--- src/tomasulo_pkg.sv ---
`default_nettype none

package tomasulo_pkg;

    // datapath width, the adder is built from 4-bit slices of this
    localparam int XLEN = 32;

    // reorder buffer index width
    localparam int ROBEN_WIDTH = 5;

    // operand or result value
    typedef logic [XLEN-1:0] word_t;

    // reorder buffer entry number, also the tag a pending operand waits on
    typedef logic [ROBEN_WIDTH-1:0] roben_t;

    // reservation station slot occupancy
    // SLOT_WAIT means at least one operand still pending on the CDB
    typedef enum logic [1:0] {
        SLOT_FREE  = 2'd0,
        SLOT_WAIT  = 2'd1,
        SLOT_READY = 2'd2
    } slot_state_t;

endpackage

`default_nettype wire

--- src/add_sub_unit.sv ---
`default_nettype none

module add_sub_unit #(
    parameter int RS_DEPTH = 4
) (
    input  wire                        clk,
    input  wire                        rst,

    input  wire                        dispatch_valid,
    input  tomasulo_pkg::roben_t       dispatch_roben,
    input  wire                        dispatch_sub,
    input  wire                        dispatch_op1_ready,
    input  tomasulo_pkg::word_t        dispatch_op1_value,
    input  tomasulo_pkg::roben_t       dispatch_op1_tag,
    input  wire                        dispatch_op2_ready,
    input  tomasulo_pkg::word_t        dispatch_op2_value,
    input  tomasulo_pkg::roben_t       dispatch_op2_tag,
    output logic                       full,

    input  wire                        cdb_valid,
    input  tomasulo_pkg::roben_t       cdb_roben,
    input  tomasulo_pkg::word_t        cdb_value,

    output logic                       result_valid,
    output tomasulo_pkg::word_t        result_value,
    output tomasulo_pkg::roben_t       result_roben,
    output logic                       result_overflow
);

    // station to adder, combinational from the slot registers
    logic                  issue_valid;
    tomasulo_pkg::word_t   issue_op1;
    tomasulo_pkg::word_t   issue_op2;
    logic                  issue_sub;
    tomasulo_pkg::roben_t  issue_roben;

    reservation_station #(
        .RS_DEPTH (RS_DEPTH)
    ) u_rs (
        .clk                (clk),
        .rst                (rst),
        .dispatch_valid     (dispatch_valid),
        .dispatch_roben     (dispatch_roben),
        .dispatch_sub       (dispatch_sub),
        .dispatch_op1_ready (dispatch_op1_ready),
        .dispatch_op1_value (dispatch_op1_value),
        .dispatch_op1_tag   (dispatch_op1_tag),
        .dispatch_op2_ready (dispatch_op2_ready),
        .dispatch_op2_value (dispatch_op2_value),
        .dispatch_op2_tag   (dispatch_op2_tag),
        .full               (full),
        .cdb_valid          (cdb_valid),
        .cdb_roben          (cdb_roben),
        .cdb_value          (cdb_value),
        .issue_valid        (issue_valid),
        .issue_op1          (issue_op1),
        .issue_op2          (issue_op2),
        .issue_sub          (issue_sub),
        .issue_roben        (issue_roben)
    );

    cla_adder u_adder (
        .clk             (clk),
        .rst             (rst),
        .issue_valid     (issue_valid),
        .issue_op1       (issue_op1),
        .issue_op2       (issue_op2),
        .issue_sub       (issue_sub),
        .issue_roben     (issue_roben),
        .result_valid    (result_valid),
        .result_value    (result_value),
        .result_roben    (result_roben),
        .result_overflow (result_overflow)
    );

endmodule

`default_nettype wire

--- src/cla_4_bit.sv ---
`default_nettype none

module cla_4_bit (
    input  wire  [3:0] a,
    input  wire  [3:0] b,
    input  wire        cin,
    input  wire        sub,
    output logic [3:0] sum,
    output logic       cout,
    output logic       c_msb
);

    logic [3:0] b_eff;
    logic [3:0] g;
    logic [3:0] p;
    logic [4:1] c;

    // one's complement of b, the +1 comes in through cin of slice 0
    assign b_eff = b ^ {4{sub}};

    assign g = a & b_eff;
    assign p = a ^ b_eff;

    // every carry expanded directly in terms of g, p and cin
    assign c[1] = g[0] | (p[0] & cin);
    assign c[2] = g[1] | (p[1] & g[0]) | (p[1] & p[0] & cin);
    assign c[3] = g[2] | (p[2] & g[1]) | (p[2] & p[1] & g[0])
                | (p[2] & p[1] & p[0] & cin);
    assign c[4] = g[3] | (p[3] & g[2]) | (p[3] & p[2] & g[1])
                | (p[3] & p[2] & p[1] & g[0])
                | (p[3] & p[2] & p[1] & p[0] & cin);

    assign sum = p ^ {c[3], c[2], c[1], cin};

    assign cout = c[4];

    // carry into the top bit, needed for signed overflow in the last slice
    assign c_msb = c[3];

endmodule

`default_nettype wire

--- src/cla_adder.sv ---
`default_nettype none

module cla_adder (
    input  wire                        clk,
    input  wire                        rst,
    input  wire                        issue_valid,
    input  tomasulo_pkg::word_t        issue_op1,
    input  tomasulo_pkg::word_t        issue_op2,
    input  wire                        issue_sub,
    input  tomasulo_pkg::roben_t       issue_roben,
    output logic                       result_valid,
    output tomasulo_pkg::word_t        result_value,
    output tomasulo_pkg::roben_t       result_roben,
    output logic                       result_overflow
);

    localparam int NUM_SLICES = tomasulo_pkg::XLEN / 4;

    // carry[0] is the subtract +1, carry[k] leaves slice k-1
    logic [NUM_SLICES:0]   carry;
    logic [NUM_SLICES-1:0] slice_c_msb;
    tomasulo_pkg::word_t   sum;
    logic                  overflow;

    assign carry[0] = issue_sub;

    genvar k;
    generate
        for (k = 0; k < NUM_SLICES; k++) begin : g_slice
            cla_4_bit u_slice (
                .a     (issue_op1[4*k +: 4]),
                .b     (issue_op2[4*k +: 4]),
                .cin   (carry[k]),
                .sub   (issue_sub),
                .sum   (sum[4*k +: 4]),
                .cout  (carry[k+1]),
                .c_msb (slice_c_msb[k])
            );
        end
    endgenerate

    // signed overflow when carry into the sign bit differs from carry out
    assign overflow = slice_c_msb[NUM_SLICES-1] ^ carry[NUM_SLICES];

    // output register driving this unit's CDB broadcast
    always_ff @(posedge clk) begin
        if (rst) begin
            result_valid <= 1'b0;
        end else begin
            result_valid <= issue_valid;
        end
    end

    always_ff @(posedge clk) begin
        if (issue_valid) begin
            result_value    <= sum;
            result_roben    <= issue_roben;
            result_overflow <= overflow;
        end
    end

endmodule

`default_nettype wire

--- src/reservation_station.sv ---
`default_nettype none

module reservation_station #(
    parameter int RS_DEPTH = 4
) (
    input  wire                        clk,
    input  wire                        rst,

    // dispatch
    input  wire                        dispatch_valid,
    input  tomasulo_pkg::roben_t       dispatch_roben,
    input  wire                        dispatch_sub,
    input  wire                        dispatch_op1_ready,
    input  tomasulo_pkg::word_t        dispatch_op1_value,
    input  tomasulo_pkg::roben_t       dispatch_op1_tag,
    input  wire                        dispatch_op2_ready,
    input  tomasulo_pkg::word_t        dispatch_op2_value,
    input  tomasulo_pkg::roben_t       dispatch_op2_tag,
    output logic                       full,

    // common data bus snoop
    input  wire                        cdb_valid,
    input  tomasulo_pkg::roben_t       cdb_roben,
    input  tomasulo_pkg::word_t        cdb_value,

    // issue to the adder
    output logic                       issue_valid,
    output tomasulo_pkg::word_t        issue_op1,
    output tomasulo_pkg::word_t        issue_op2,
    output logic                       issue_sub,
    output tomasulo_pkg::roben_t       issue_roben
);

    localparam int IDX_W = (RS_DEPTH > 1) ? $clog2(RS_DEPTH) : 1;

    // slot storage
    tomasulo_pkg::slot_state_t state_q     [RS_DEPTH];
    logic                      sub_q       [RS_DEPTH];
    tomasulo_pkg::roben_t      roben_q     [RS_DEPTH];
    logic [RS_DEPTH-1:0]       op1_ready_q;
    logic [RS_DEPTH-1:0]       op2_ready_q;
    tomasulo_pkg::word_t       op1_value_q [RS_DEPTH];
    tomasulo_pkg::word_t       op2_value_q [RS_DEPTH];
    tomasulo_pkg::roben_t      op1_tag_q   [RS_DEPTH];
    tomasulo_pkg::roben_t      op2_tag_q   [RS_DEPTH];

    // per slot CDB match on a still pending operand
    logic [RS_DEPTH-1:0]       op1_hit;
    logic [RS_DEPTH-1:0]       op2_hit;

    logic                      alloc_found;
    logic [IDX_W-1:0]          alloc_idx;
    logic                      alloc_en;
    logic                      issue_found;
    logic [IDX_W-1:0]          issue_idx;

    // dispatch operands after bypass from the current broadcast
    logic                      disp_op1_rdy;
    logic                      disp_op2_rdy;
    tomasulo_pkg::word_t       disp_op1_val;
    tomasulo_pkg::word_t       disp_op2_val;

    // lowest free slot, scanning down so the smallest index wins
    always_comb begin
        alloc_found = 1'b0;
        alloc_idx   = '0;
        for (int i = RS_DEPTH - 1; i >= 0; i--) begin
            if (state_q[i] == tomasulo_pkg::SLOT_FREE) begin
                alloc_found = 1'b1;
                alloc_idx   = IDX_W'(i);
            end
        end
    end

    assign full     = ~alloc_found;
    // strobe while full is dropped
    assign alloc_en = dispatch_valid & alloc_found;

    // lowest ready slot goes to the adder
    always_comb begin
        issue_found = 1'b0;
        issue_idx   = '0;
        for (int i = RS_DEPTH - 1; i >= 0; i--) begin
            if (state_q[i] == tomasulo_pkg::SLOT_READY) begin
                issue_found = 1'b1;
                issue_idx   = IDX_W'(i);
            end
        end
    end

    assign issue_valid = issue_found;
    assign issue_op1   = op1_value_q[issue_idx];
    assign issue_op2   = op2_value_q[issue_idx];
    assign issue_sub   = sub_q[issue_idx];
    assign issue_roben = roben_q[issue_idx];

    always_comb begin
        for (int i = 0; i < RS_DEPTH; i++) begin
            op1_hit[i] = cdb_valid && (state_q[i] == tomasulo_pkg::SLOT_WAIT)
                      && !op1_ready_q[i] && (op1_tag_q[i] == cdb_roben);
            op2_hit[i] = cdb_valid && (state_q[i] == tomasulo_pkg::SLOT_WAIT)
                      && !op2_ready_q[i] && (op2_tag_q[i] == cdb_roben);
        end
    end

    // a tag broadcast in the dispatch cycle is taken at allocation
    assign disp_op1_rdy = dispatch_op1_ready
                        | (cdb_valid && (dispatch_op1_tag == cdb_roben));
    assign disp_op2_rdy = dispatch_op2_ready
                        | (cdb_valid && (dispatch_op2_tag == cdb_roben));
    assign disp_op1_val = dispatch_op1_ready ? dispatch_op1_value : cdb_value;
    assign disp_op2_val = dispatch_op2_ready ? dispatch_op2_value : cdb_value;

    // slot state and operand ready bits
    always_ff @(posedge clk) begin
        if (rst) begin
            for (int i = 0; i < RS_DEPTH; i++) begin
                state_q[i]     <= tomasulo_pkg::SLOT_FREE;
                op1_ready_q[i] <= 1'b0;
                op2_ready_q[i] <= 1'b0;
            end
        end else begin
            for (int i = 0; i < RS_DEPTH; i++) begin
                if (alloc_en && (alloc_idx == IDX_W'(i))) begin
                    op1_ready_q[i] <= disp_op1_rdy;
                    op2_ready_q[i] <= disp_op2_rdy;
                    if (disp_op1_rdy && disp_op2_rdy) begin
                        state_q[i] <= tomasulo_pkg::SLOT_READY;
                    end else begin
                        state_q[i] <= tomasulo_pkg::SLOT_WAIT;
                    end
                end else if (issue_found && (issue_idx == IDX_W'(i))) begin
                    state_q[i]     <= tomasulo_pkg::SLOT_FREE;
                    op1_ready_q[i] <= 1'b0;
                    op2_ready_q[i] <= 1'b0;
                end else if (state_q[i] == tomasulo_pkg::SLOT_WAIT) begin
                    op1_ready_q[i] <= op1_ready_q[i] | op1_hit[i];
                    op2_ready_q[i] <= op2_ready_q[i] | op2_hit[i];
                    if ((op1_ready_q[i] | op1_hit[i]) && (op2_ready_q[i] | op2_hit[i])) begin
                        state_q[i] <= tomasulo_pkg::SLOT_READY;
                    end
                end
            end
        end
    end

    // slot payload, written at allocation or when a wakeup lands
    always_ff @(posedge clk) begin
        for (int i = 0; i < RS_DEPTH; i++) begin
            if (alloc_en && (alloc_idx == IDX_W'(i))) begin
                sub_q[i]       <= dispatch_sub;
                roben_q[i]     <= dispatch_roben;
                op1_value_q[i] <= disp_op1_val;
                op2_value_q[i] <= disp_op2_val;
                op1_tag_q[i]   <= dispatch_op1_tag;
                op2_tag_q[i]   <= dispatch_op2_tag;
            end else begin
                if (op1_hit[i]) begin
                    op1_value_q[i] <= cdb_value;
                end
                if (op2_hit[i]) begin
                    op2_value_q[i] <= cdb_value;
                end
            end
        end
    end

endmodule

`default_nettype wire

--- config.mk ---
export PLATFORM = sky130hd
export DESIGN_NAME = add_sub_unit
export DESIGN_NICKNAME = d
export VERILOG_FILES = /design/src/tomasulo_pkg.sv /design/src/add_sub_unit.sv /design/src/cla_4_bit.sv /design/src/cla_adder.sv /design/src/reservation_station.sv
export SDC_FILE = /design/constraint.sdc
export NUM_CORES = 1
export LEC_CHECK = 0
export BUFFER_PORTS_ARGS = -buffer_cell sky130_fd_sc_hd__buf_2
export CORE_MARGIN = 10
export CORE_UTILIZATION = 36
export CTS_CLUSTER_SIZE = 40
export DETAILED_ROUTE_END_ITERATION = 16
export GPL_TIMING_DRIVEN = 0
export SETUP_SLACK_MARGIN = 0.5
export SLEW_MARGIN = 20
export SYNTH_ARGS = -nofsm -noshare
export SYNTH_HDL_FRONTEND = slang
export SYNTH_SLANG_ARGS = --single-unit
--- constraint.sdc ---
create_clock -name clk -period 14.1 [get_ports clk]
set_input_delay 0.705 -clock clk [delete_from_list [all_inputs] [get_ports clk]]
set_output_delay 0.705 -clock clk [all_outputs]
set_load 0.05 [all_outputs]
==> flow_summary_export.csv <==
group,metric,value,unit
sta,max_freq,163,MHz
critical_path,crit_path_frequent_cell,"a21oi_1",
finish,multi_input_area,7270,sq um
clocking,tritoncts_clock_tree,"done",
synth,postSynthRegisterBits,375,
critical_path,timing.critical_path.to_type,"flop",
critical_path,crit_path_max_incr_delay,0.80,ns
clocking,cts_buffer_depth,3,
sta,timing.max_slew.rel_slack,34.2,%
critical_path,r2r_path_start,"u_rs.state_q[0][0]",
critical_path,cp_max_fo,10,
synth,synth-compound-area-share,7.18,%
finish,drive_above_1_share,35.5,%
die,rows,83,
synth,combinational_family_with_the_most_area_after_synthesis,"multiplexers",
synth,synth.avg_cell_area,14.6,sq um
critical_path,regToRegSetupSlack,7.96,ns
sta,timing_hold_violations_final,0,
clocking,postCtsSetupBuffers,0,
drt,num_vias,12000,
sta,period_minus_slack,6.14,ns
synth,yosys_warnings,0,
drt,drt_pass1_iterations,7,
sta,rsz_0062_raised_after_global_routing,"no",
placed_design,buffer_ports.inserted,156,
die,die_x,249,um
drt,remaining_drc_errors,0,
status,outcome,"completed",
min_path,whs_endpoint,"u_rs.roben_q[0][3]",
min_path,whs_path_depth,1,
sta,timing_max_transition_violations_final,0,
global_route,overflow,0,
sta,clock-skew-final,0.0296,ns
synth,syn_nets,1458,
die,die_y,249,um
synth,synth_edf_count,366,
min_path,worstHoldPathType,"in -> reg",
critical_path,sequence_of_cells_on_the_critical_path,"inv_1 -> ha_1 -> buf_2 -> nand2b_1 -> nor2_1 -> clkbuf_1 -> clkbuf_1 -> a222oi_1 -> xnor2_1 -> ha_1 -> a21oi_1 -> o21ai_0 -> a32oi_1 -> nand2_1 -> a221oi_1 -> a21oi_1 -> a21oi_1 -> fa_1 -> inv_1",
die,die_outline_area,61900,sq um
placed_design,hpwlAfterDp,39800,um
synth,postSynthCellCount,1293,
clocking,post_cts_resized,0,
min_path,worst_hold_startpoint,"dispatch_roben[3]",
clocking,clk_sinks,375,
finish,fillerInstances,4806,
power_and_ir_drop,peakVddDrop,0.0000953,V
drt,antenna_left,0,
drt,initialDrtViolationCount,1139,
sta,worstMarginPinSlew,0.988,ns
critical_path,reg2reg_depth,19,
clocking,path_clk_slew,0.07,ns
synth,post_synth_and_or_nand_nor_area_fraction,4.10,%
die,start_util,36.6,%
critical_path,cp_data_required_time,14.55,ns
synth,synth_cell_types,57,
global_route,grt_pass1_wl,82000,um
clocking,cts.root.buffer_cell,"clkbuf_16",
global_route,gr-usage-all-layers,17.6,%
finish,final_core_util,42.8,%
global_route,number_of_antenna_violations_at_the_first_check_in_global_routing,21,
global_route,grt_pass1_vias,12300,
placed_design,place.gp.congestion,0.858,
clocking,htree_num_levels,2,
flow_run,total_of_max_cap_violations,0,
clocking,clk-insertion-delay-late,0.60,ns
synth,post_synth_mux_area_share,19.2,%
synth,asyncSetResetFlopFracSynth,0,%
sta,timing.final.crit_share,43.5,%
finish,area_growth_syn_to_layout,17.1,%
clocking,cts-buffers-inserted,43,
power_and_ir_drop,p_leak,7.75,nW
synth,synth.cell_area,18800,sq um
synth,synthXorXnorAreaFrac,4.84,%
critical_path,worstSetupStartpointType,"flop",
die,core_region_area,51500,sq um
die,top_level_ports,163,
synth,post_synth_fa_ha_maj_area_fraction,3.07,%
critical_path,worst-endpoint-arrival,6.59,ns
sta,fin_setup_tns,0,ns
drt,wire_per_inst,25.4,um
finish,final_net_count,1666,
drt,final_wl,56400,um
drt,post_drt_via_cell_ratio,5.42,
global_route,largest_net_degree_at_the_start_of_global_routing,33,
critical_path,reg2reg_to,"u_adder.result_value[28]",
clocking,ctsHoldBuffers,0,
synth,dominantRegCellSynth,"edfxtp_1",
sta,setup_viol,0,
critical_path,critical-path-slowest-cell,"clkbuf_1",
critical_path,critical_path_class,"reg -> reg",
synth,synth_sequential_area_ratio,59.3,%
finish,layout.area.seq,11200,sq um
power_and_ir_drop,pwr_density_cell,168,nW/um^2
worst max path at each step:
stage	endpoint	start	cells past startpoint
2_1_floorplan	u_adder.result_value[29]	u_rs.state_q[0][6]	17
3_3_place_gp	u_adder.result_value[28]	u_rs.state_q[0][0]	19
3_5_place_dp	u_adder.result_value[28]	u_rs.state_q[0][0]	19
4_1_cts	u_adder.result_value[28]	u_rs.state_q[0][0]	19
5_1_grt	u_adder.result_value[28]	u_rs.state_q[0][0]	19
6_report	u_adder.result_value[28]	u_rs.state_q[0][0]	19
cells in the mapped netlist, types with 11 or more instances:
| cell | instances | area [sq um] |
|---|---|---|
| edfxtp_1 | 366 | 11000 |
| mux2_2 | 281 | 3160 |
| xnor2_1 | 73 | 639 |
| a21oi_1 | 40 | 200 |
| nor2_1 | 40 | 150 |
| mux2i_1 | 38 | 380 |
| inv_1 | 37 | 139 |
| ha_1 | 35 | 438 |
| o21ai_0 | 33 | 165 |
| a22oi_1 | 32 | 240 |
| nand2_1 | 32 | 120 |
| a222oi_1 | 31 | 310 |
| xor2_1 | 31 | 272 |
| clkbuf_1 | 24 | 90.1 |
| buf_1 | 20 | 75.1 |
| buf_2 | 17 | 85.1 |
| nor3_1 | 12 | 60.1 |
| nand4_1 | 11 | 68.8 |
worst max-delay path: cells and delay by family, from the launching register on:
family	cells	cell delay [ns]
AOI/OAI and AO/OA	7	2.17
xor gates and xnor gates	1	0.21
adders and majority gates	3	1.01
buffers and inverters	5	1.76
DFF	1	0.37
and+or+nand+nor	3	0.42
kinds of logic after synthesis:
| kind of cell | after synthesis |
|---|---|
| XOR/XNOR | 104 |
| multiplexers | 326 |
| flip-flops | 375 |
| buffers and inverters | 103 |
| AO/OA/AOI/OAI | 192 |
| AND/OR/NAND/NOR | 151 |
| adder cells (fa/ha/maj) | 42 |
state kept, by name (all words and copies together), names as in the netlist:
name / cells
u_adder.result_overflow: 1
u_adder.result_roben: 5
u_adder.result_valid: 1
u_adder.result_value: 32
u_rs.op1_ready_q: 4
u_rs.op1_tag_q: 20
u_rs.op1_value_q: 128
u_rs.op2_ready_q: 4
u_rs.op2_tag_q: 20
u_rs.op2_value_q: 128
u_rs.roben_q: 20
u_rs.state_q: 8
u_rs.sub_q: 4
per-layer routing:
metal	GRT usage (%)	vias up	wire, um
met5	0	-	171
met4	5.85	26	1320
met3	4.50	101	4260
met2	29.5	402	27500
met1	21.7	6030	23200
li1	-	5457	-
layout make-up:
type	instances	area share, %
diodes	6	0.0681
plain buffers	65	1.29
repair buffers	163	4.28
multi-input cells	815	32.9
clock buffers	53	5.14
inverters	38	0.647
well taps	680	3.86
flip-flops and latches	375	50.7
clock inverters	24	1.12
placed cells by master (no fill, tap or decap), types with 32 or more instances in the layout:
cell type and count:
a22oi_1 32, edfxtp_1 366, ha_1 35, a21oi_1 40, o21ai_0 33, buf_2 173, mux2_2 281, inv_1 37
mux2i_1 38, clkbuf_16 43, clkbuf_1 32, nor2_1 40, xnor2_1 73
where the power goes:
| group | switching [mW] | total, mW | leakage, nW | internal (mW) |
|---|---|---|---|---|
| combinational | 0.772 | 1.17 | 3.59 | 0.397 |
| clock | 0.465 | 1.11 | 0.680 | 0.648 |
| sequential | 0.0304 | 1.43 | 3.47 | 1.40 |
metrics by stage:
| stage | total power, mW | setup slack (ns) | instance area, sq um | hold WS [ns] | std cells |
|---|---|---|---|---|---|
| 2_1_floorplan | 2.25 | 9.61 | 18800 | 0.520 | 1293 |
| 3_3_place_gp | 2.60 | 8.20 | 20500 | 0.535 | 2129 |
| 3_5_place_dp | 2.62 | 8.10 | 20700 | 0.539 | 2136 |
| 4_1_cts | 3.73 | 8.02 | 22000 | 0.301 | 2213 |
| 5_1_grt | 3.87 | 7.69 | 22000 | 0.322 | 2216 |
| 6_report | 3.71 | 7.96 | 22100 | 0.326 | 2219 |
No activity file was read; power rests on OpenSTA's default activity.
